File: src/hdl/tpu_pkg.sv
package tpu_pkg;

    // ==============================
    // Datapath geometry
    // ==============================
    localparam int LANES  = 3;     // Lanes per row, also tile edge
    localparam int ELEM_W = 8;     // Signed int8 elements
    localparam int ACC_W  = 20;    // Holds 3 x (-128 * -128) with headroom

    typedef logic signed [ELEM_W-1:0] elem_t;
    typedef logic signed [ACC_W-1:0]  acc_t;

    typedef elem_t [LANES-1:0] row_t;       // One buffer or weight row, 24 bits
    typedef acc_t  [LANES-1:0] acc_row_t;   // One accumulator row, 60 bits

    // ==============================
    // Instruction set
    // ==============================
    typedef enum logic [3:0] {
        OP_NOP        = 4'd0,
        OP_LD_WT      = 4'd1,     // Weight rows into the tile
        OP_MATMUL_ACC = 4'd2,     // Add products into accumulators
        OP_MATMUL_CLR = 4'd3,     // Overwrite accumulators
        OP_ST_UB      = 4'd4,     // Saturate accumulators back to buffer
        OP_HALT       = 4'd15
    } opcode_t;

    typedef struct packed {
        opcode_t    opcode;       // [31:28]
        logic [7:0] count;        // Rows to process
        logic [7:0] ub_addr;      // First buffer row
        logic [7:0] aux_addr;     // First weight row or accumulator row
        logic [3:0] spare;
    } instr_t;

    // ==============================
    // Host side
    // ==============================
    typedef enum logic [1:0] {
        TGT_INSTR  = 2'd0,
        TGT_WEIGHT = 2'd1,
        TGT_UB     = 2'd2
    } target_t;

    typedef struct packed {
        logic        wr_en;
        logic        rd_en;       // Reads always come back from the buffer
        target_t     target;
        logic [7:0]  addr;
        logic [31:0] wdata;       // Rows use the low 24 bits
    } host_req_t;

    // Commands traveling beside memory reads
    typedef struct packed {
        logic       valid;
        logic [1:0] row;          // Tile row index
    } wt_load_t;

    typedef struct packed {
        logic       valid;
        logic       clear;        // Overwrite instead of add
        logic [7:0] acc_addr;
    } mac_cmd_t;

    typedef struct packed {
        logic       valid;
        logic [7:0] acc_addr;
        logic [7:0] ub_addr;
    } store_cmd_t;

    typedef struct packed {
        logic       valid;
        logic [7:0] addr;
        row_t       data;         // Saturated row
    } ub_wr_t;

endpackage

File: src/hdl/tpu_mxu.sv
`timescale 1ns/1ns

module tpu_mxu (
    input  logic                 clk,
    input  logic                 reset,
    // Weight load path
    input  tpu_pkg::wt_load_t    wt_load,   // Issued with the weight memory read
    input  tpu_pkg::row_t        wt_row,    // Weight memory data, one cycle later
    // Multiply path
    input  tpu_pkg::mac_cmd_t    mac_in,    // Issued with the buffer read
    input  tpu_pkg::row_t        x_row,     // Buffer data, one cycle later
    output tpu_pkg::mac_cmd_t    mac_out,
    output tpu_pkg::acc_row_t    y_row
);

    localparam int LANES = tpu_pkg::LANES;

    tpu_pkg::wt_load_t wt_q;      // Lined up with wt_row
    tpu_pkg::mac_cmd_t mac_q;     // Lined up with x_row
    tpu_pkg::row_t     tile [LANES];
    tpu_pkg::acc_row_t dot;

    // ==============================
    // Command alignment
    // ==============================
    always_ff @(posedge clk) begin
        if (reset) begin
            wt_q  <= '0;
            mac_q <= '0;
        end else begin
            wt_q  <= wt_load;
            mac_q <= mac_in;
        end
    end

    // Tile rows, written one per load step
    always_ff @(posedge clk) begin
        if (wt_q.valid) begin
            tile[wt_q.row] <= wt_row;
        end
    end

    // ==============================
    // Row times tile
    // ==============================
    // y[j] = sum over i of x[i] * W[i][j]
    always_comb begin
        dot = '0;
        for (int j = 0; j < LANES; j++) begin
            for (int i = 0; i < LANES; i++) begin
                dot[j] = dot[j] + x_row[i] * tile[i][j];   // Signed, sized to ACC_W
            end
        end
    end

    // Result stage, second cycle after issue
    always_ff @(posedge clk) begin
        if (reset) begin
            mac_out <= '0;
        end else begin
            mac_out <= mac_q;
        end
    end

    always_ff @(posedge clk) begin
        if (mac_q.valid) begin
            y_row <= dot;   // Only valid rows move the payload
        end
    end

endmodule

File: config.mk
export PLATFORM = sky130hd
export DESIGN_NAME = tpu_mxu
export DESIGN_NICKNAME = d
export VERILOG_FILES = /design/src/hdl/tpu_pkg.sv /design/src/hdl/tpu_mxu.sv
export SDC_FILE = /design/constraint.sdc
export NUM_CORES = 2
export LEC_CHECK = 0
export BUFFER_PORTS_ARGS = -buffer_cell sky130_fd_sc_hd__buf_4
export CAP_MARGIN = 20
export CORE_MARGIN = 5
export CORE_UTILIZATION = 45
export CTS_CLUSTER_SIZE = 28
export DETAILED_ROUTE_END_ITERATION = 16
export PLACE_DENSITY = 0.64
export SETUP_SLACK_MARGIN = 0.3
export SLEW_MARGIN = 10
export SYNTH_ARGS = -nofsm -noshare
export SYNTH_HDL_FRONTEND = slang
export SYNTH_SLANG_ARGS = --single-unit
File: constraint.sdc
create_clock -name clk -period 14.3 [get_ports clk]
set_clock_uncertainty 0.2 [all_clocks]
set_input_delay 2.86 -clock clk [delete_from_list [all_inputs] [get_ports clk]]
set_output_delay 2.86 -clock clk [all_outputs]
set_load 0.01 [all_outputs]
==> impl_metrics.yaml <==
global_routing:
  top_usage_layer: "met2"
  grt_pass1_vias: 21675
  grt_usage: 0.2158
  grt_overflow: 0
  grt_pass1_wl_um: 117400
  grt_max_degree: 52
  use_met1: 0.2947
  grt_use_met2: 0.3490
  antenna_found_initial: 1
  groute.layer.met3.usage: 0.05467
timing:
  fin_crit_ns: 9.497
  relSlewSlack: 0.4590
  tns_ns: 0
  setup_viol: 0
  worst_pin_slew_ns: 0.8115
  hold_viol: 0
  fin_crit_sh: 0.6641
  fmax_mhz: 105.3
  report.final.slew_viol_count: 0
  rsz0062_at_grt: "false"
setup_path:
  crit_chain: "buf_4 > and2_1 > inv_1 > fa_1 > fa_1 > inv_1 > fa_1 > fa_1 > fa_1 > fa_1 > inv_1 > fa_1 > inv_1 > ha_1 > a2111oi_0 > a211oi_1 > o41ai_1 > xnor2_1"
  arrival_ns: 9.53
  path_buf_inv: 5
  worst_path_max_delay_cell: "o41ai_1"
  cpPeakStageDelay_ns: 0.76
  cpMostUsedCell: "fa_1"
  critPathRequiredTime_ns: 14.33
  worstSetupPathType: "in -> reg"
  startpoint: "x_row[15]"
  crit_cells: 18
  critical_path.top_delay_family: "adder cells"
  reg2reg_slack_ns: 6.87
  reg2reg_to: "y_row[38]"
  cp-end-kind: "flop"
  r2r_cells: 18
  startpoint_type: "input pin"
  crit_fanout: 24
  rr_startpoint: "tile[0][8]"
  endpoint: "y_row[38]"
synth:
  ys.flop_type: "edfxtp_1"
  postSynthCellCount: 2776
  syn_nets: 3760
  ys_seq_elements: 149
  syn_avg_cell_area_um2: 10.44
  async_reset_ff_frac: 0
  synth_warnings: 0
  synthDistinctLibCells: 53
  netlist_area_mm2: 0.02898
  synth_edf_count: 126
  yosysTopAreaCell: "fa_1"
  yosysSeqAreaShare: 0.1464
  yosysTopAreaCellShare: 0.4849
  yosys-top-cells-area: "fa_1 (48%), edfxtp_1 (13%), inv_1 (11%)"
clocking:
  clk_path_buf_depth: 2
  post_cts_resized: 0
  cts_root_buf: "clkbuf_16"
  cts.clk_slew.worst_paths_ns: 0.07
  clock_latency_ns: 0.50
  cts_inserted_buffers: 17
  htreeDepth: 4
  cts_tree: "done"
  cts_setup_buffers: 0
  cts_hold_buf: 0
  cts_sinks: 149
layout:
  layout_commonest_cell: "inv_1"
  syn_to_final_growth_pct: 8.358
  final_cell_mix: "inv_1 (811), fa_1 (702), and2_1 (285)"
  final_nets: 3851
  final_area_mm2: 0.03140
  fin_cells: 3736
  drive_above_1_share: 0.06146
  post-route-util: 0.4898
die:
  coreArea_mm2: 0.06412
  die_h_um: 263.8
  rows: 93
  start_util: 0.4520
  die_w_um: 263.8
  ioPinCount: 133
  die-area_mm2: 0.06957
drt:
  viasPerCell: 4.984
  wl_per_cell_um: 18.94
  vias: 18620
  antenna_left: 0
  dr.pass1.iters: 7
  route.detailed.drc: 0
  drt_iter0_markers: 1226
  totalWireLength_um: 70760
outcome:
  status: "complete, no violations"
placed_design:
  dp_hpwl_um: 57010
  port_buffers: 132
  place_inst: 3703
  dpl_cell_area_mm2: 0.03082
  gp_congestion: 0.8789
hold_path:
  whs_path_depth: 1
  min_path_type: "reg -> reg"
run:
  drv_cap: 0
[per-stage QoR]
step / hold slack (ns) / setup slack (ns)
floorplan: 0.2138 / 5.429
global placement: 0.2176 / 4.655
detailed placement: 0.2269 / 4.447
CTS: 0.2451 / 4.989
global route: 0.2560 / 4.478
finish: 0.2386 / 4.803
[Yosys cell counts (all sizes together), types with 9 or more instances]
master / number
inv: 811
fa: 702
and2: 285
nand2: 234
ha: 219
edfxtp: 126
nor2: 79
clkbuf: 58
xnor2: 58
nor2b: 27
dfxtp: 23
nand2b: 23
o21ai: 22
a21oi: 18
xor2: 13
o21a: 9
[routing by layer]
metal | vias up | wire, um
li1 | 8165 | -
met1 | 9715 | 29350
met2 | 656 | 34090
met3 | 84 | 5959
met4 | 0 | 1359
met5 | - | 0
[flip-flops by register name (all words and copies together), names as in the netlist]
register	flops
tile	72
wt_q	3
mac_q	10
mac_out	10
y_row	54
[final cells by class]
cell class / count / area, um2
fill: 5906 / 32710
multi-input combinational: 1749 / 21420
tap: 855 / 1070
timing repair buffer: 136 / 1021
clock inverter: 13 / 107.6
sequential: 149 / 4248
antenna: 1 / 2.502
clock buffer: 19 / 475.5
inverter: 814 / 3055
[how the worst min path moves through the flow]
stage	startpoint	end	slack, ns
after global placement	mac_q[1]	mac_out[1]	0.22
after floorplan	mac_q[0]	mac_out[0]	0.21
after global routing	mac_q[3]	mac_out[3]	0.26
after detailed placement	mac_q[4]	mac_out[4]	0.23
after CTS	mac_q[3]	mac_out[3]	0.25
final	mac_q[3]	mac_out[3]	0.24
[cell families after synthesis]
group                      after synthesis  synth area share
DFF                                    149            0.1464
muxes                                    1         0.0003454
buffers and inverters                  878            0.1145
AOI/OAI and AO/OA                       89           0.02085
adders and majority gates              921            0.5795
xor gates and xnor gates                71           0.02146
and+or+nand+nor                        667            0.1169
Power is left out: the tool's default activity adds up to more than one toggle a clock period on the data nets, which glitch-free logic cannot reach.
