**src/hdl/tpu_pkg.sv**
```systemverilog
package tpu_pkg;

    // ==============================
    // Datapath geometry
    // ==============================
    localparam int LANES  = 3;     // Lanes per row, also tile edge
    localparam int ELEM_W = 8;     // Signed int8 elements
    localparam int ACC_W  = 20;    // Holds 3 x (-128 * -128) with headroom

    typedef logic signed [ELEM_W-1:0] elem_t;
    typedef logic signed [ACC_W-1:0]  acc_t;

    typedef elem_t [LANES-1:0] row_t;       // One buffer or weight row, 24 bits
    typedef acc_t  [LANES-1:0] acc_row_t;   // One accumulator row, 60 bits

    // ==============================
    // Instruction set
    // ==============================
    typedef enum logic [3:0] {
        OP_NOP        = 4'd0,
        OP_LD_WT      = 4'd1,     // Weight rows into the tile
        OP_MATMUL_ACC = 4'd2,     // Add products into accumulators
        OP_MATMUL_CLR = 4'd3,     // Overwrite accumulators
        OP_ST_UB      = 4'd4,     // Saturate accumulators back to buffer
        OP_HALT       = 4'd15
    } opcode_t;

    typedef struct packed {
        opcode_t    opcode;       // [31:28]
        logic [7:0] count;        // Rows to process
        logic [7:0] ub_addr;      // First buffer row
        logic [7:0] aux_addr;     // First weight row or accumulator row
        logic [3:0] spare;
    } instr_t;

    // ==============================
    // Host side
    // ==============================
    typedef enum logic [1:0] {
        TGT_INSTR  = 2'd0,
        TGT_WEIGHT = 2'd1,
        TGT_UB     = 2'd2
    } target_t;

    typedef struct packed {
        logic        wr_en;
        logic        rd_en;       // Reads always come back from the buffer
        target_t     target;
        logic [7:0]  addr;
        logic [31:0] wdata;       // Rows use the low 24 bits
    } host_req_t;

    // Commands traveling beside memory reads
    typedef struct packed {
        logic       valid;
        logic [1:0] row;          // Tile row index
    } wt_load_t;

    typedef struct packed {
        logic       valid;
        logic       clear;        // Overwrite instead of add
        logic [7:0] acc_addr;
    } mac_cmd_t;

    typedef struct packed {
        logic       valid;
        logic [7:0] acc_addr;
        logic [7:0] ub_addr;
    } store_cmd_t;

    typedef struct packed {
        logic       valid;
        logic [7:0] addr;
        row_t       data;         // Saturated row
    } ub_wr_t;

endpackage

```
**src/hdl/tpu_acc_buffer.sv**
```systemverilog
`timescale 1ns/1ns

module tpu_acc_buffer #(
    parameter int ACC_ROWS = 16
) (
    input  logic                  clk,
    input  logic                  reset,
    input  tpu_pkg::mac_cmd_t     mac_in,   // From MXU, already aligned with y_row
    input  tpu_pkg::acc_row_t     y_row,
    input  tpu_pkg::store_cmd_t   store,
    output tpu_pkg::ub_wr_t       ub_wr
);

    localparam int AW = $clog2(ACC_ROWS);

    localparam tpu_pkg::acc_t SAT_MAX = 127;
    localparam tpu_pkg::acc_t SAT_MIN = -128;

    tpu_pkg::acc_row_t acc [ACC_ROWS];

    // Clamp one lane into int8
    function automatic tpu_pkg::elem_t sat8(input tpu_pkg::acc_t v);
        if (v > SAT_MAX) begin
            return tpu_pkg::elem_t'(SAT_MAX);
        end else if (v < SAT_MIN) begin
            return tpu_pkg::elem_t'(SAT_MIN);
        end
        return v[tpu_pkg::ELEM_W-1:0];
    endfunction

    // ==============================
    // Accumulate
    // ==============================
    always_ff @(posedge clk) begin
        if (mac_in.valid) begin
            if (mac_in.clear) begin
                acc[mac_in.acc_addr[AW-1:0]] <= y_row;   // MATMUL_CLR
            end else begin
                for (int j = 0; j < tpu_pkg::LANES; j++) begin
                    acc[mac_in.acc_addr[AW-1:0]][j] <= acc[mac_in.acc_addr[AW-1:0]][j] + y_row[j];
                end
            end
        end
    end

    // ==============================
    // Store read-out
    // ==============================
    always_ff @(posedge clk) begin
        if (reset) begin
            ub_wr.valid <= 1'b0;
        end else begin
            ub_wr.valid <= store.valid;
        end
    end

    always_ff @(posedge clk) begin
        if (store.valid) begin
            ub_wr.addr <= store.ub_addr;
            for (int j = 0; j < tpu_pkg::LANES; j++) begin
                ub_wr.data[j] <= sat8(acc[store.acc_addr[AW-1:0]][j]);   // Lane by lane
            end
        end
    end

endmodule

```
**config.mk**
```make
export PLATFORM = sky130hd
export DESIGN_NAME = tpu_acc_buffer
export DESIGN_NICKNAME = d
export VERILOG_FILES = /design/src/hdl/tpu_pkg.sv /design/src/hdl/tpu_acc_buffer.sv
export SDC_FILE = /design/constraint.sdc
export NUM_CORES = 1
export LEC_CHECK = 0
export BUFFER_PORTS_ARGS = -buffer_cell sky130_fd_sc_hd__buf_4
export CORE_MARGIN = 2
export CORE_UTILIZATION = 49
export CTS_CLUSTER_SIZE = 16
export DETAILED_ROUTE_END_ITERATION = 6
export GPL_ROUTABILITY_DRIVEN = 0
export GPL_TIMING_DRIVEN = 1
export PLACE_DENSITY = 0.69
export SETUP_SLACK_MARGIN = 0.15
export SKIP_LAST_GASP = 1
export SLEW_MARGIN = 25
export SYNTH_ARGS = -nofsm -noshare
export SYNTH_HDL_FRONTEND = slang
export SYNTH_SLANG_ARGS = --single-unit
```
**constraint.sdc**
```tcl
create_clock -name clk -period 9 [get_ports clk]
set_input_delay 0.45 -clock clk [delete_from_list [all_inputs] [get_ports clk]]
set_output_delay 0.45 -clock clk [all_outputs]
set_load 0.01 [all_outputs]
```
==> run summary, run 1 <==
Die boundary height = 317 um
Crit-path slowest cell = sky130_fd_sc_hd__xor2_1
Quantity of I/O buffers inserted on ports = 113
CTS sink count = 993
Inserted Diodes = 0
Logic depth of the worst register-to-register path = 12
Endpoint required time on the critical path = 9.33 ns
Seq cells post-synth = 993
Ys Warns = 0
Vias in the first global route = 27,500
Max incr delay on CP = 0.76 ns
Antenna violations before repair = 4
Type of the worst setup path = input pin to flip-flop
TritonCTS clock tree = yes
Clock Skew = 0.0221 ns
Nets in the synthesized netlist = 2,550
Relative slew slack = 0.286
Top-area cell type share of the netlist area = 0.620
Fmax = 185 MHz
Maximum vdd drop = 0.000164 V
Sequential element share of the synthesized area = 0.621
Std-Cell Core Area = 97,000 um^2
Fill count = 7,169
Clock Tree Buf Depth = 3
Total negative slack for setup checks = 0 ns
Run status = finished clean
Top cells by area in the synthesized netlist = sky130_fd_sc_hd__edfxtp_1, sky130_fd_sc_hd__mux4_2, sky130_fd_sc_hd__ha_1
CTS Root Cell = sky130_fd_sc_hd__clkbuf_16
DIE AREA = 101,000 um^2
Standby leakage power = 0.0176 uW
Synthesis-to-layout area growth = 12.9%
Total setup violations reported at the end of the flow = 0
Kind of end point of the critical path = flip-flop
Post-synthesis async set-or-reset flop share = 0
Number of optimization iterations in the first detailed-route pass = 6
Setup crit end = acc[3][19]$_DFFE_PP_
Source of the critical timing path = mac_in[1]
Clock-pin slew on the worst setup and hold paths = 0.06 ns
Number of placement rows = 114
Max-cap violations = 0
Worst Setup Start Kind = input pin
Slew @ Worst Pin = 1.07 ns
Detailed-route DRC error count = 0
Syn Area/Cell = 20.0 um^2
Worst reg2reg path endpoint = acc[3][19]$_DFFE_PP_
Core Util, Final = 0.559
Total of cells resized after clock tree synthesis = 0
Tmin final = 5.40 ns
Clock buffers created by TritonCTS = 100
Final wirelength = 125,000 um
Number of distinct library cell variants in the gate-level netlist after synthesis = 61
Combined area of the multi-input logic cells = 17,500 um^2
Worst path cell trace = buf_8 -> buf_4 -> mux4_2 -> mux4_2 -> ha_1 -> o211ai_1 -> o211ai_1 -> o311ai_0 -> buf_4 -> o311a_1 -> a31oi_1 -> nand3_1 -> nand3_1 -> xor2_1
Count of nets after finishing = 2,717
Post-synth top area cell = sky130_fd_sc_hd__edfxtp_1
Commonest cells after routing, fill and taps aside = sky130_fd_sc_hd__edfxtp_1, sky130_fd_sc_hd__mux4_2, sky130_fd_sc_hd__buf_4, sky130_fd_sc_hd__clkbuf_16, sky130_fd_sc_hd__nand2_1
Layout cells sized above 1 = 0.368
Synthesized instance count = 2,401
Clock H-tree levels = 3
Initial core utilization = 0.495
Half-perimeter wire length after detailed placement = 70,300 um
Max FO, Critical Path = 87
Die outline width = 317 um
Data arrival time of the worst path = 5.73 ns
Insertion delay of the later-clocked pin in the worst-skew pair = 0.68 ns
Sequential cell area = 29,800 um^2
RR Startpoint = acc[15][2]$_DFFE_PP_
Maximum number of pins on one net before global-route repair = 106
Combined global-route utilization of all metal layers = 0.252
Overall overflow remaining after global route = 0
Count of vias placed by the detailed router = 26,500
Count of flip-flops with a built-in enable after synthesis = 992
Main flop type after synthesis = sky130_fd_sc_hd__edfxtp_1
Number of violations reported at the end of detailed-routing iteration 0 = 3,281
Synthesized cell area = 48,000 um^2
Via density per instance = 6.75
Portion of the clock cycle consumed by the worst path in the final layout = 0.600
Final Hold Fails = 0
I/O pin cnt = 122
Minimum setup slack among reg-to-reg paths = 4.23 ns
Max-slew violations = 0
Average wire length per cell after detail routing = 31.7 um
Final ANT Viol Nets = 0
Most frequent standard cell in the layout excluding fill and tap cells = sky130_fd_sc_hd__edfxtp_1
RSZ-0062 raised after global routing = no
Tightest Hold Check Type = input pin to flip-flop
Pwr Density = 202 nW/um^2
Global-route wire length before repair = 183,000 um
## flip-flops by register name, indices dropped and copies added, names as in the netlist
register	count
ub_wr	33
acc	960
## stage by stage
step                std cells  power [uW]  area, um^2  worst slack, ns  hold slack [ns]
global route             3931       11300       54200             3.25            0.278
global placement         3730        6620       50600             2.75            0.607
detailed placement       3731        6670       50700             2.72            0.617
CTS                      3929       11000       54200             3.41            0.242
floorplan                2401        6260       48000             2.48            0.522
finish                   3931       10900       54200             3.60            0.257
## power breakdown
part / switching [uW] / internal [uW] / total (uW)
sequential: 28.6 / 5280 / 5310
combinational: 718 / 549 / 1270
clock: 1780 / 2570 / 4360
total: 2530 / 8410 / 10900
## cell usage after synthesis, drive strengths merged (3+ instances only)
library cell / count
xor2: 23
nand2: 84
o21bai: 7
fa: 3
nand3: 9
a21boi: 4
or3: 8
a21oi: 47
a31oi: 4
nand4: 10
edfxtp: 992
nor4: 10
inv: 19
nor3: 17
a2bb2oi: 3
o211ai: 4
and3: 11
nor2: 47
o21a: 9
a221oi: 23
o21ai: 80
a21o: 19
o31ai: 7
nand2b: 30
nand3b: 5
xnor2: 20
ha: 57
mux4: 568
clkbuf: 83
a22oi: 10
mux2i: 44
nor2b: 24
a211oi: 13
buf: 80
## per-layer routing
metal  vias to the layer above  track usage  wire length, um
met5                         -            0               38
met4                         6       0.0706             3170
met3                       202       0.0360            10400
met2                      1311        0.427            63400
met1                     14200        0.346            47600
li1                      10800            -                -
## how the worst min path moves through the flow
stage / from / cells past startpoint / endpoint / slack (ns)
after detailed placement: reset / 2 / ub_wr[32]$_SDFF_PP0_ / 0.62
after global placement: reset / 2 / ub_wr[32]$_SDFF_PP0_ / 0.61
after floorplan: reset / 1 / ub_wr[32]$_SDFF_PP0_ / 0.52
after CTS: y_row[49] / 4 / acc[5][49]$_DFFE_PP_ / 0.24
final: store[16] / 1 / ub_wr[6]$_DFFE_PP_ / 0.26
after global routing: store[16] / 1 / ub_wr[6]$_DFFE_PP_ / 0.28
## cell type report
type	instances	area share
inverters	19	0.00131
repair buffers	228	0.0340
multi-input cells	1226	0.322
flip-flops and latches	993	0.550
well taps	1276	0.0294
clock buffers	114	0.0483
clock inverters	75	0.0149
## timing repair
item	in CTS	in global routing
hold buffers	9	0
endpoints found under the hold margin	9	0
buffers inserted	0	0
## worst max-delay path: cells and delay by family
family | cells | cell delay [ns]
and+or+nand+nor | 2 | 0.32
xor gates and xnor gates | 1 | 0.76
buffers and inverters | 3 | 1.30
AOI/OAI and AO/OA | 5 | 1.35
muxes | 2 | 0.90
adders and majority gates | 1 | 0.39
## logic make-up (layout without fill, tap and decap cells)
| logic type | count (synthesis) | after routing | synth area share |
|---|---|---|---|
| xor gates and xnor gates | 43 | 43 | 0.00784 |
| and+or+nand+nor | 264 | 264 | 0.0273 |
| DFF | 993 | 993 | 0.621 |
| adders and majority gates | 60 | 60 | 0.0161 |
| AOI/OAI and AO/OA | 247 | 247 | 0.0340 |
| buffers and inverters | 182 | 436 | 0.0188 |
| muxes | 612 | 612 | 0.275 |
No activity file was read; power rests on OpenSTA's default activity.
==> run 2, diff against run 1 <==
==> constraint.sdc (replaced) <==
create_clock -name clk -period 5 [get_ports clk]
set_input_delay 0.25 -clock clk [delete_from_list [all_inputs] [get_ports clk]]
set_output_delay 0.25 -clock clk [all_outputs]
set_load 0.01 [all_outputs]
==> run summary, run 2 (synthesis gave the netlist of run 1 again) <==
Layout cells sized above 1 = 0.388
Relative slew slack = 0.322
Post-route worst hold slack = 0.0501 ns
CTS sink count = 993
I/O pin cnt = 122
Run status = finished clean
Via density per instance = 6.72
Type of the worst setup path = flip-flop to flip-flop
Max-cap violations = 0
Inserted Diodes = 0
Tightest Hold Check Type = input pin to flip-flop
Portion of the clock cycle consumed by the worst path in the final layout = 0.922
Kind of end point of the critical path = flip-flop
Count of nets after finishing = 2,802
Vias in the first global route = 27,900
Clock Skew = 0.0389 ns
Number of violations reported at the end of detailed-routing iteration 0 = 3,100
Die outline width = 317 um
Max FO, Critical Path = 16
Clock Tree Buf Depth = 3
Count of vias placed by the detailed router = 27,000
RSZ-0062 raised after global routing = no
Total setup violations reported at the end of the flow = 0
Die boundary height = 317 um
Tmin final = 4.61 ns
DIE AREA = 101,000 um^2
Slew @ Worst Pin = 1.02 ns
Max-slew violations = 0
Data arrival time of the worst path = 4.95 ns
Commonest cells after routing, fill and taps aside = sky130_fd_sc_hd__edfxtp_1, sky130_fd_sc_hd__mux4_2, sky130_fd_sc_hd__buf_4, sky130_fd_sc_hd__clkbuf_16, sky130_fd_sc_hd__nand2_1
Cell Area, Placed = 51,600 um^2
Summed area of non-filler cells in the final layout = 55,300 um^2
Endpoint required time on the critical path = 5.34 ns
Half-perimeter wire length after detailed placement = 76,800 um
Std-Cell Core Area = 97,000 um^2
Quantity of I/O buffers inserted on ports = 113
Standby leakage power = 0.0181 uW
Clock buffers created by TritonCTS = 105
Most frequent standard cell in the layout excluding fill and tap cells = sky130_fd_sc_hd__edfxtp_1
Final wirelength = 128,000 um
Pwr Density = 362 nW/um^2
Number of buffers added for setup after CTS = 0
Final worst setup slack = 0.388 ns
Global-route wire length before repair = 188,000 um
TritonCTS clock tree = yes
Worst Setup Start Kind = flip-flop
Flip-flop count of the largest register, all copies and words added = 960
CTS Root Cell = sky130_fd_sc_hd__clkbuf_16
Final ANT Viol Nets = 0
Antenna violations before repair = 3
Fill count = 7,066
Final Hold Fails = 0
Synthesis-to-layout area growth = 15.2%
Overall overflow remaining after global route = 0
Maximum number of pins on one net before global-route repair = 96
Number of optimization iterations in the first detailed-route pass = 6
Initial core utilization = 0.495
Insertion delay of the later-clocked pin in the worst-skew pair = 0.71 ns
Combined global-route utilization of all metal layers = 0.261
Power after layout = 20,100 uW
Clock-pin slew on the worst setup and hold paths = 0.07 ns
Detailed-route DRC error count = 0
Average wire length per cell after detail routing = 31.9 um
Clock H-tree levels = 3
Pre-CTS setup slack = -0.271 ns
Fmax = 217 MHz
Number of placement rows = 114
Maximum vdd drop = 0.000292 V
[run 2: cell count changes in the layout (fill, tap and decap cells not counted), sizes merged]
cell | before | now
dlygate4sd3 | 9 | 10
buf | 219 | 298
clkbuf | 114 | 122
clkinvlp | 2 | 1
bufinv | 17 | 18
inv | 22 | 21
[run 2: area by class of cell]
cell class / instances / area (um^2) / share of cell area
clock buffers: 122 / 2710 / 0.0490
clock inverters: 74 / 848 / 0.0153
inverters: 19 / 71.3 / 0.00129
multi-input cells: 1226 / 17600 / 0.317
flip-flops and latches: 993 / 29800 / 0.539
well taps: 1276 / 1600 / 0.0288
repair buffers: 308 / 2750 / 0.0496
[run 2: through the flow]
stage,utilization,setup TNS [ns],instances
CTS,0.570,0,4018
detailed placement,0.532,-13.61,3812
floorplan,-,0,2401
global placement,0.532,-3.73,3812
finish,0.571,0,4018
global route,0.571,0,4018
[run 2: metal layers]
layer  vias up  global-route usage  part of all wire
met5         -                   0           0.00021
met2      1417               0.431              0.50
met4         4              0.0775             0.028
met1     14400               0.363              0.38
met3       231              0.0427             0.091
li1      11000                   -                 -
[run 2: critical path, cell delays in order, from the launching register on]
cell,delay [ns]
sky130_fd_sc_hd__edfxtp_1,0.40
sky130_fd_sc_hd__mux4_2,0.48
sky130_fd_sc_hd__mux4_2,0.50
sky130_fd_sc_hd__ha_1,0.27
sky130_fd_sc_hd__inv_1,0.10
sky130_fd_sc_hd__fa_1,0.21
sky130_fd_sc_hd__nor2b_1,0.06
sky130_fd_sc_hd__o21ai_0,0.21
sky130_fd_sc_hd__a21o_1,0.28
sky130_fd_sc_hd__a21oi_1,0.22
sky130_fd_sc_hd__buf_4,0.21
sky130_fd_sc_hd__a211oi_1,0.31
sky130_fd_sc_hd__o21bai_1,0.13
sky130_fd_sc_hd__xnor2_1,0.14
sky130_fd_sc_hd__o21ai_1,0.75
[run 2: timing repair]
item	4_1_cts	5_1_grt
hold buffers	10	0
endpoints found under the setup margin	32	37
pin swaps	0	0
gates resized for setup	2	5
endpoints found under the hold margin	25	0
[run 2: worst paths after layout]
path | start | to | slack [ns] | cells after the start
min reg2reg | acc[7][22]$_DFFE_PP_ | ub_wr[10]$_DFFE_PP_ | 1.05 | 4
max | acc[15][0]$_DFFE_PP_ | acc[9][16]$_DFFE_PP_ | 0.39 | 14
max reg2reg | acc[15][0]$_DFFE_PP_ | acc[9][16]$_DFFE_PP_ | 0.39 | 14
min | y_row[17] | acc[15][17]$_DFFE_PP_ | 0.05 | 3
[run 2: report_power, final]
| group | switching [uW] | internal (uW) | total [uW] |
|---|---|---|---|
| registers | 53.0 | 9510 | 9570 |
| logic | 1350 | 1080 | 2430 |
| clock network | 3250 | 4800 | 8050 |
