--- config.mk ---
export PLATFORM = sky130hd
export DESIGN_NAME = tpu_controller
export DESIGN_NICKNAME = d
export VERILOG_FILES = /design/src/hdl/tpu_pkg.sv /design/src/hdl/tpu_controller.sv
export SDC_FILE = /design/constraint.sdc
export NUM_CORES = 1
export LEC_CHECK = 0
export ABC_AREA = 1
export BUFFER_PORTS_ARGS = -buffer_cell sky130_fd_sc_hd__buf_2
export CORE_MARGIN = 8
export CORE_UTILIZATION = 38
export CTS_BUF_LIST = sky130_fd_sc_hd__clkbuf_4 sky130_fd_sc_hd__clkbuf_8
export CTS_CLUSTER_SIZE = 20
export DETAILED_ROUTE_END_ITERATION = 8
export PLACE_DENSITY_LB_ADDON = 0.3
export SLEW_MARGIN = 20
export SYNTH_ARGS = -nofsm -noshare
export SYNTH_HDL_FRONTEND = slang
export SYNTH_SLANG_ARGS = --single-unit
--- constraint.sdc ---
create_clock -name clk -period 2.17 [get_ports clk]
set_input_delay 0.3255 -clock clk [delete_from_list [all_inputs] [get_ports clk]]
set_output_delay 0.3255 -clock clk [all_outputs]
set_load 0.02 [all_outputs]
--- src/hdl/tpu_pkg.sv ---
package tpu_pkg;

    // ==============================
    // Datapath geometry
    // ==============================
    localparam int LANES  = 3;     // Lanes per row, also tile edge
    localparam int ELEM_W = 8;     // Signed int8 elements
    localparam int ACC_W  = 20;    // Holds 3 x (-128 * -128) with headroom

    typedef logic signed [ELEM_W-1:0] elem_t;
    typedef logic signed [ACC_W-1:0]  acc_t;

    typedef elem_t [LANES-1:0] row_t;       // One buffer or weight row, 24 bits
    typedef acc_t  [LANES-1:0] acc_row_t;   // One accumulator row, 60 bits

    // ==============================
    // Instruction set
    // ==============================
    typedef enum logic [3:0] {
        OP_NOP        = 4'd0,
        OP_LD_WT      = 4'd1,     // Weight rows into the tile
        OP_MATMUL_ACC = 4'd2,     // Add products into accumulators
        OP_MATMUL_CLR = 4'd3,     // Overwrite accumulators
        OP_ST_UB      = 4'd4,     // Saturate accumulators back to buffer
        OP_HALT       = 4'd15
    } opcode_t;

    typedef struct packed {
        opcode_t    opcode;       // [31:28]
        logic [7:0] count;        // Rows to process
        logic [7:0] ub_addr;      // First buffer row
        logic [7:0] aux_addr;     // First weight row or accumulator row
        logic [3:0] spare;
    } instr_t;

    // ==============================
    // Host side
    // ==============================
    typedef enum logic [1:0] {
        TGT_INSTR  = 2'd0,
        TGT_WEIGHT = 2'd1,
        TGT_UB     = 2'd2
    } target_t;

    typedef struct packed {
        logic        wr_en;
        logic        rd_en;       // Reads always come back from the buffer
        target_t     target;
        logic [7:0]  addr;
        logic [31:0] wdata;       // Rows use the low 24 bits
    } host_req_t;

    // Commands traveling beside memory reads
    typedef struct packed {
        logic       valid;
        logic [1:0] row;          // Tile row index
    } wt_load_t;

    typedef struct packed {
        logic       valid;
        logic       clear;        // Overwrite instead of add
        logic [7:0] acc_addr;
    } mac_cmd_t;

    typedef struct packed {
        logic       valid;
        logic [7:0] acc_addr;
        logic [7:0] ub_addr;
    } store_cmd_t;

    typedef struct packed {
        logic       valid;
        logic [7:0] addr;
        row_t       data;         // Saturated row
    } ub_wr_t;

endpackage

--- src/hdl/tpu_controller.sv ---
`timescale 1ns/1ns

module tpu_controller #(
    parameter int IMEM_DEPTH = 32
) (
    input  logic                  clk,
    input  logic                  reset,
    input  logic                  start,       // One-cycle pulse from host
    // Instruction fetch
    output logic                  imem_rd_en,
    output logic [7:0]            imem_addr,
    input  tpu_pkg::instr_t       instr,       // Valid in decode
    // Weight load
    output logic                  wmem_rd_en,
    output logic [7:0]            wmem_addr,
    output tpu_pkg::wt_load_t     wt_load,
    // Multiply
    output logic                  ub_rd_en,
    output logic [7:0]            ub_rd_addr,
    output tpu_pkg::mac_cmd_t     mac_cmd,
    // Store
    output tpu_pkg::store_cmd_t   store,
    // Status
    output logic                  busy,
    output logic                  done
);

    localparam int PCW          = $clog2(IMEM_DEPTH);
    localparam int DRAIN_CYCLES = 3;    // Covers RAM, multiply and accumulate stages

    typedef enum logic [2:0] {
        S_IDLE,
        S_FETCH,
        S_DECODE,
        S_ISSUE,
        S_DRAIN,
        S_HALT
    } state_t;

    state_t           state;
    logic [PCW-1:0]   pc;
    tpu_pkg::instr_t  ir;           // Instruction being issued
    logic [7:0]       row_cnt;
    logic [7:0]       row_total;
    logic [1:0]       drain_cnt;
    logic             issue;

    // ==============================
    // Sequencer
    // ==============================
    always_ff @(posedge clk) begin
        if (reset) begin
            state     <= S_IDLE;
            pc        <= '0;
            row_cnt   <= '0;
            row_total <= '0;
            drain_cnt <= '0;
            done      <= 1'b0;
        end else begin
            done <= 1'b0;   // Pulse only
            case (state)
                S_IDLE: begin
                    if (start) begin
                        state <= S_FETCH;
                    end
                end
                S_FETCH: state <= S_DECODE;   // Read issued this cycle
                S_DECODE: begin
                    pc        <= pc + 1'b1;
                    row_cnt   <= '0;
                    drain_cnt <= '0;
                    // Weight load always covers the whole tile
                    if (instr.opcode == tpu_pkg::OP_LD_WT) begin
                        row_total <= 8'(tpu_pkg::LANES);
                    end else begin
                        row_total <= instr.count;
                    end
                    case (instr.opcode)
                        tpu_pkg::OP_HALT:  state <= S_HALT;
                        tpu_pkg::OP_LD_WT: state <= S_ISSUE;
                        tpu_pkg::OP_MATMUL_ACC,
                        tpu_pkg::OP_MATMUL_CLR,
                        tpu_pkg::OP_ST_UB: begin
                            state <= (instr.count == 8'd0) ? S_DRAIN : S_ISSUE;
                        end
                        tpu_pkg::OP_NOP:   state <= S_FETCH;
                        default:           state <= S_FETCH;   // Unknown opcodes skipped
                    endcase
                end
                S_ISSUE: begin
                    row_cnt <= row_cnt + 8'd1;
                    if (row_cnt == row_total - 8'd1) begin
                        state <= S_DRAIN;   // Last row out
                    end
                end
                S_DRAIN: begin
                    drain_cnt <= drain_cnt + 2'd1;
                    if (drain_cnt == 2'(DRAIN_CYCLES - 1)) begin
                        state <= S_FETCH;
                    end
                end
                S_HALT: begin
                    done  <= 1'b1;   // Same edge busy drops
                    pc    <= '0;
                    state <= S_IDLE;
                end
                default: state <= S_IDLE;
            endcase
        end
    end

    // Instruction register, loaded in decode
    always_ff @(posedge clk) begin
        if (state == S_DECODE) begin
            ir <= instr;
        end
    end

    // ==============================
    // Fetch and issue outputs
    // ==============================
    assign busy       = (state != S_IDLE);
    assign imem_rd_en = (state == S_FETCH);
    assign imem_addr  = 8'(pc);
    assign issue      = (state == S_ISSUE);

    always_comb begin
        wmem_addr        = ir.aux_addr + row_cnt;
        ub_rd_addr       = ir.ub_addr + row_cnt;
        wmem_rd_en       = 1'b0;
        ub_rd_en         = 1'b0;
        wt_load.valid    = 1'b0;
        wt_load.row      = row_cnt[1:0];
        mac_cmd.valid    = 1'b0;
        mac_cmd.clear    = (ir.opcode == tpu_pkg::OP_MATMUL_CLR);
        mac_cmd.acc_addr = ir.aux_addr + row_cnt;
        store.valid      = 1'b0;
        store.acc_addr   = ir.aux_addr + row_cnt;
        store.ub_addr    = ir.ub_addr + row_cnt;
        if (issue) begin
            case (ir.opcode)
                tpu_pkg::OP_LD_WT: begin
                    wmem_rd_en    = 1'b1;
                    wt_load.valid = 1'b1;
                end
                tpu_pkg::OP_MATMUL_ACC,
                tpu_pkg::OP_MATMUL_CLR: begin
                    ub_rd_en      = 1'b1;   // Input row from buffer
                    mac_cmd.valid = 1'b1;
                end
                tpu_pkg::OP_ST_UB: store.valid = 1'b1;
                default: ;
            endcase
        end
    end

endmodule

==> results of run 1 <==
-- how the worst max path moves through the flow --
stage / startpoint / end / slack [ps] / cells after the start
2_1_floorplan: state[1] / wt_load[2] / 3 / 7
3_3_place_gp: row_cnt[0] / store[14] / 140 / 9
4_1_cts: row_cnt[0] / store[6] / -180 / 9
3_5_place_dp: row_cnt[0] / mac_cmd[6] / 90 / 9
5_1_grt: row_cnt[0] / mac_cmd[6] / -330 / 10
6_report: row_cnt[0] / mac_cmd[6] / -220 / 10
-- critical path, delay by kind of cell (launching register included) --
| kind | cells | cell delay, ps |
|---|---|---|
| AND/OR/NAND/NOR | 2 | 200 |
| buffers and inverters | 3 | 300 |
| XOR/XNOR | 1 | 190 |
| AO/OA/AOI/OAI | 2 | 250 |
| flip-flops | 1 | 360 |
| adder cells (fa/ha/maj) | 2 | 470 |
-- through the flow --
step	setup TNS (ps)	util (%)	hold slack (ps)	power, mW	setup WS (ps)
2_1_floorplan	0	-	424	1.53	2.68
3_3_place_gp	0	44.1	459	1.64	140
3_5_place_dp	0	44.1	469	1.65	91.0
4_1_cts	-1700	48.0	190	2.22	-182
6_report	-2040	49.7	201	2.21	-223
5_1_grt	-4710	49.7	183	2.34	-334
-- registers in the layout (all words and copies together), names as in the netlist --
register / cells
ir: 20
row_cnt: 8
row_total: 8
pc: 5
state: 3
drain_cnt: 2
done: 1
-- kinds of logic (layout without fill, tap and decap cells) --
logic type	after synthesis	after routing	synth area share (%)
AOI/OAI and AO/OA	56	56	11.2
DFF	47	47	38.7
adders and majority gates	20	20	8.99
and+or+nand+nor	128	128	19.1
buffers and inverters	89	167	15.3
xor gates and xnor gates	22	22	6.53
other	1	3	0.127
-- power groups by stage --
| stage | sequential [mW] | clock (mW) | combinational, mW |
|---|---|---|---|
| 3_5_place_dp | 1.04 | 0 | 0.609 |
| 2_1_floorplan | 1.04 | 0 | 0.486 |
| 3_3_place_gp | 1.04 | 0 | 0.601 |
| 6_report | 1.03 | 0.530 | 0.657 |
| 4_1_cts | 1.03 | 0.550 | 0.642 |
| 5_1_grt | 1.03 | 0.572 | 0.735 |
-- cell usage in the layout, fill, tap and decap left out, types with 4 or more instances in the layout --
master / netlist / final
a21oi_1: 27 / 22
a21oi_2: 0 / 5
buf_2: 1 / 63
buf_4: 31 / 34
buf_6: 0 / 7
clkbuf_8: 0 / 5
dfxtp_1: 27 / 21
dfxtp_2: 0 / 5
edfxtp_1: 20 / 20
ha_1: 18 / 11
ha_4: 0 / 5
inv_1: 53 / 52
nand2_1: 52 / 50
nand3_1: 20 / 20
nand4_1: 5 / 5
nor2_1: 38 / 33
nor2_2: 1 / 6
o21ai_0: 9 / 7
o22ai_1: 6 / 6
or2_2: 4 / 4
xnor2_1: 8 / 5
xor2_1: 14 / 10
-- cell type report --
type | instances | share of cell area [%]
Tap cell | 102 | 3.38
Timing Repair Buffer | 104 | 17.2
Sequential cell | 47 | 30.5
Multi-Input combinational cell | 229 | 41.1
Inverter | 55 | 5.47
Clock buffer | 8 | 2.42
-- what timing repair did --
action | in CTS | in global routing
setup endpoints to repair | 20 | 24
resized for setup | 41 | 19
buffers inserted | 7 | 6
pin swaps | 22 | 18
-- routing by layer --
metal  part of all wire, %  global-route usage, %
met5                     0                      0
met3                   7.2                   5.02
met2                    49                   20.9
met4                   1.1                   2.79
met1                    43                   13.3
==> impl_metrics.py, run 1 <==
metrics = {
    "place": {
        "dp_hpwl_mm": 5.38,
        "port_buffers": 86,
        "dpl.cell_count": 524,
        "gp_congestion": 0.796,
        "place_area_sq_um": 3360,
    },
    "pwr": {
        "peakVddDrop_v": 0.000310,
        "power_switching_uw": 709,
        "clock_power_share_pct": 24.0,
        "cellInternalPower_mw": 1.50,
        "switching_share_pct": 32.0,
        "combinationalPowerShare_pct": 29.7,
        "power_frac_seq_pct": 46.3,
        "powerDensity_nw_per_um2": 586,
        "power.leakage_nw": 1.77,
    },
    "worst_setup_path": {
        "critPathMaxStageDelay_ps": 360,
        "slowest_stage": "dfxtp_4",
        "r2r_slack_ps": 390,
        "path_cells": "buf_6 > ha_4 > inv_2 > fa_2 > o21ai_2 > a21oi_1 > nor2_1 > nor2_2 > xnor2_2 > buf_4",
        "r2r_start": "row_total[0]",
        "critPathLaunchType": "flip-flop",
        "arrival_ps": 2070,
        "cp.required_ps": 1840,
        "endpoint_kind": "output port",
        "reg2reg_to": "state[0]",
        "timing_worst_setup_path_type": "reg -> out",
        "crit_fanout": 3,
        "reg2reg_depth": 11,
    },
    "layout": {
        "syn_to_final_growth_pct": 28.0,
        "nFillCells": 748,
        "final_area_sq_um": 3780,
        "drive_gt1_share_pct": 36.8,
        "fin_cells": 545,
        "multiInputGateArea_sq_um": 1550,
        "fin_nets": 497,
        "antennaDiodeCount": 0,
        "register_area_sq_um": 1150,
    },
    "die": {
        "start_util_pct": 38.8,
        "die_h_microns": 104,
        "die_area_sq_um": 10800,
        "die_w_microns": 104,
        "io_pins": 94,
        "rows": 32,
        "core_sq_um": 7610,
    },
    "sta": {
        "min_period_ps": 2390,
        "worst_clock_skew_ps": 4.04,
        "post-route-period-util_pct": 110,
        "rsz0062_at_grt": "yes",
        "setup_viol": 20,
        "fmax_mhz": 418,
        "hold_violations": 0,
        "drv_slew": 0,
        "setup_ws_ps": -223,
    },
    "synthesis": {
        "synth.distinct_cells": 36,
        "synthCells": 363,
        "synthArstFlopShare_pct": 0,
        "synth.top_cells.by_area": "edfxtp_1 (20%), dfxtp_1 (18%), buf_4 (7.9%)",
        "ys.flop_type": "dfxtp_1",
        "synth_top_area_share_pct": 20.4,
        "yosysSeqAreaShare_pct": 38.7,
        "synth_largest_area_cell": "edfxtp_1",
        "synth_commonest_cells": "inv_1 (53), nand2_1 (52), nor2_1 (38), buf_4 (31)",
        "yosys_warnings": 0,
        "synth.cell_area_sq_um": 2950,
        "ys_ff_latch": 47,
        "synth_edf_count": 20,
        "avgSynthCellArea_sq_um": 8.13,
        "yosysMostFrequentCell": "inv_1",
    },
    "clocking": {
        "cts_sinks": 47,
        "cts_tree": "built",
        "root_buffer": "clkbuf_8",
        "cts_buffer_depth": 2,
        "clock_latency_ps": 290,
        "numCtsBuffers": 5,
        "cts_hold_buf": 0,
        "htreeDepth": 2,
        "cts.clk_slew.worst_paths_ps": 80,
    },
    "min_path": {
        "hold_end": "ir[12]",
        "hold_depth": 1,
        "hold_path_class": "in -> reg",
        "min_from": "instr[12]",
    },
    "grt": {
        "overflow": 0,
        "grt_max_degree": 21,
        "track_usage_pct": 12.0,
        "antenna_found_initial": 0,
        "grt_pass1_vias": 2525,
        "grt_pass1_wl_mm": 11.0,
    },
    "drt": {
        "wire_per_inst_microns": 12.3,
        "vias": 2522,
        "drt_iter0_drc": 72,
        "drt_wl_total_mm": 6.68,
        "ant_nets": 0,
        "drt-pass1-iter-count": 5,
        "drc": 0,
        "viasPerCell": 4.63,
    },
    "status": {
        "status": "finished, violations left",
        "violations": "setup timing",
    },
    "run": {
        "drv_cap": 0,
    },
}
(Power assumes the default switching activity.)
==> run 2: changes to the inputs <==
- REMOVE_ABC_BUFFERS: not set -> 1
==> run 2 against run 1 <==
  * The run still ends with setup timing left
  * Wire length rose by 4.5%
  * Fmax rose by 1.3%
  * Setup slack improved by 30 ps
  * Die area did not move
  * Highest routed layer unchanged
  * Largest power group unchanged
  * Cell count fell by 0.18%
  * Combinational power rose by 1%
  * Largest cell class unchanged
==> impl_metrics.py, run 2 (synthesis results as in run 1) <==
metrics = {
    "drt": {
        "drt-pass1-iter-count": 4,
        "vias": 2560,
        "wire_per_inst_microns": 12.8,
        "drc": 0,
        "ant_nets": 0,
        "drt_wl_total_mm": 6.99,
        "viasPerCell": 4.71,
        "drt_iter0_drc": 51,
    },
    "pwr": {
        "peakVddDrop_v": 0.000324,
        "combinationalPowerShare_pct": 29.6,
        "powerDensity_nw_per_um2": 594,
        "cellInternalPower_mw": 1.50,
        "clock_power_share_pct": 24.6,
        "power_switching_uw": 747,
        "switching_share_pct": 33.2,
        "power_frac_seq_pct": 45.8,
        "power.leakage_nw": 1.76,
    },
    "layout": {
        "mostFrequentLayoutCells": "buf_2 (63), inv_1 (51), nand2_1 (50), nor2_1 (38), buf_4 (33)",
        "final_area_sq_um": 3790,
        "fin_nets": 496,
        "reg_top3": "ir (20), row_cnt (8), row_total (8)",
        "drive_gt1_share_pct": 35.7,
        "largest_reg_flops": 20,
        "layout_commonest_cell": "buf_2",
        "syn_to_final_growth_pct": 28.3,
        "antennaDiodeCount": 0,
        "fin_cells": 544,
        "top_register": "ir",
    },
    "sta": {
        "min_period_ps": 2360,
        "setup_viol": 20,
        "drv_slew": 0,
        "fmax_mhz": 423,
        "setup_ws_ps": -194,
        "hold_violations": 0,
        "worst_clock_skew_ps": 6.84,
        "post-route-period-util_pct": 109,
        "rsz0062_at_grt": "yes",
        "hold_ws_ps": 198,
    },
    "grt": {
        "grt_max_degree": 21,
        "antenna_found_initial": 0,
        "overflow": 0,
        "grt_pass1_wl_mm": 11.7,
        "grt_pass1_vias": 2639,
        "track_usage_pct": 12.8,
    },
    "die": {
        "die_w_microns": 104,
        "start_util_pct": 38.8,
        "die_h_microns": 104,
        "die_area_sq_um": 10800,
        "rows": 32,
        "core_sq_um": 7610,
        "io_pins": 94,
    },
    "clocking": {
        "cts_sinks": 47,
        "numCtsBuffers": 5,
        "cts_tree": "built",
        "root_buffer": "clkbuf_8",
        "cts_hold_buf": 0,
        "htreeDepth": 2,
        "cts_buffer_depth": 2,
        "cts.clk_slew.worst_paths_ps": 90,
        "clock_latency_ps": 300,
    },
    "worst_setup_path": {
        "worst_path_dominant_cell_family": "adder cells",
        "r2r_slack_ps": 430,
        "arrival_ps": 2040,
        "crit_buf_inv": 2,
        "critPathLaunchType": "flip-flop",
        "timing_worst_setup_path_type": "reg -> out",
        "crit_fanout": 3,
        "cp.required_ps": 1840,
        "slowest_stage": "edfxtp_1",
        "endpoint_kind": "output port",
        "critPathMaxStageDelay_ps": 390,
        "path_cells": "ha_4 > inv_2 > fa_2 > o21ai_2 > a21oi_2 > nor2_1 > nor2_1 > xnor2_1 > buf_4",
        "cp_common_cell": "nor2_1",
    },
    "place": {
        "place_area_sq_um": 3350,
        "gp_congestion": 0.845,
        "dpl.cell_count": 529,
        "port_buffers": 86,
        "dp_hpwl_mm": 5.44,
    },
    "run": {
        "drv_cap": 0,
    },
    "status": {
        "status": "finished, violations left",
        "violations": "setup timing",
    },
    "min_path": {
        "hold_path_class": "in -> reg",
    },
}
==> run 2: layout make-up <==
class	instances	area (sq um)
fillers	726	3820
clock inverters	2	15.0
repair buffers	103	642
clock buffers	6	82.6
flip-flops and latches	47	1150
well taps	102	128
inverters	55	206
multi-input cells	229	1560
==> run 2: worst paths after layout <==
check,start,endpoint,depth (start not counted)
setup / recovery,ir[4],store[14],9
hold / removal,instr[4],ir[4],1
setup reg to reg,row_total[0],state[0],11
hold reg to reg,pc[4],pc[4],1
==> run 2: routing by layer <==
layer  global-route usage, %  up-vias  wire length [microns]
li1                        -     1316                      -
met5                       0        -                      0
met4                    3.21        0                     63
met3                    5.27        6                    527
met1                    14.5     1152                   3160
met2                    21.6       86                   3230
==> run 2: what timing repair did <==
item | CTS | global route
setup endpoints to repair | 23 | 27
gates resized for setup | 54 | 16
buffers inserted | 7 | 2
pin swaps | 18 | 7
==> run 2: power by group through the flow <==
stage / registers [mW] / clock network [mW] / logic [mW]
6_report: 1.03 / 0.553 / 0.665
5_1_grt: 1.04 / 0.610 / 0.750
4_1_cts: 1.03 / 0.572 / 0.648
3_5_place_dp: 1.04 / 0 / 0.606
3_3_place_gp: 1.04 / 0 / 0.597
2_1_floorplan: 1.04 / 0 / 0.408
==> run 2: per-stage QoR <==
step / util [%] / power [mW] / setup TNS [ps] / setup WS, ps
after global placement: 44.0 / 1.64 / -6.02 / -2.53
final: 49.8 / 2.25 / -1940 / -194
after CTS: 48.6 / 2.25 / -1810 / -177
after detailed placement: 44.0 / 1.65 / -232 / -51.0
after global routing: 49.8 / 2.40 / -4460 / -313
after floorplan: - / 1.45 / -8910 / -799
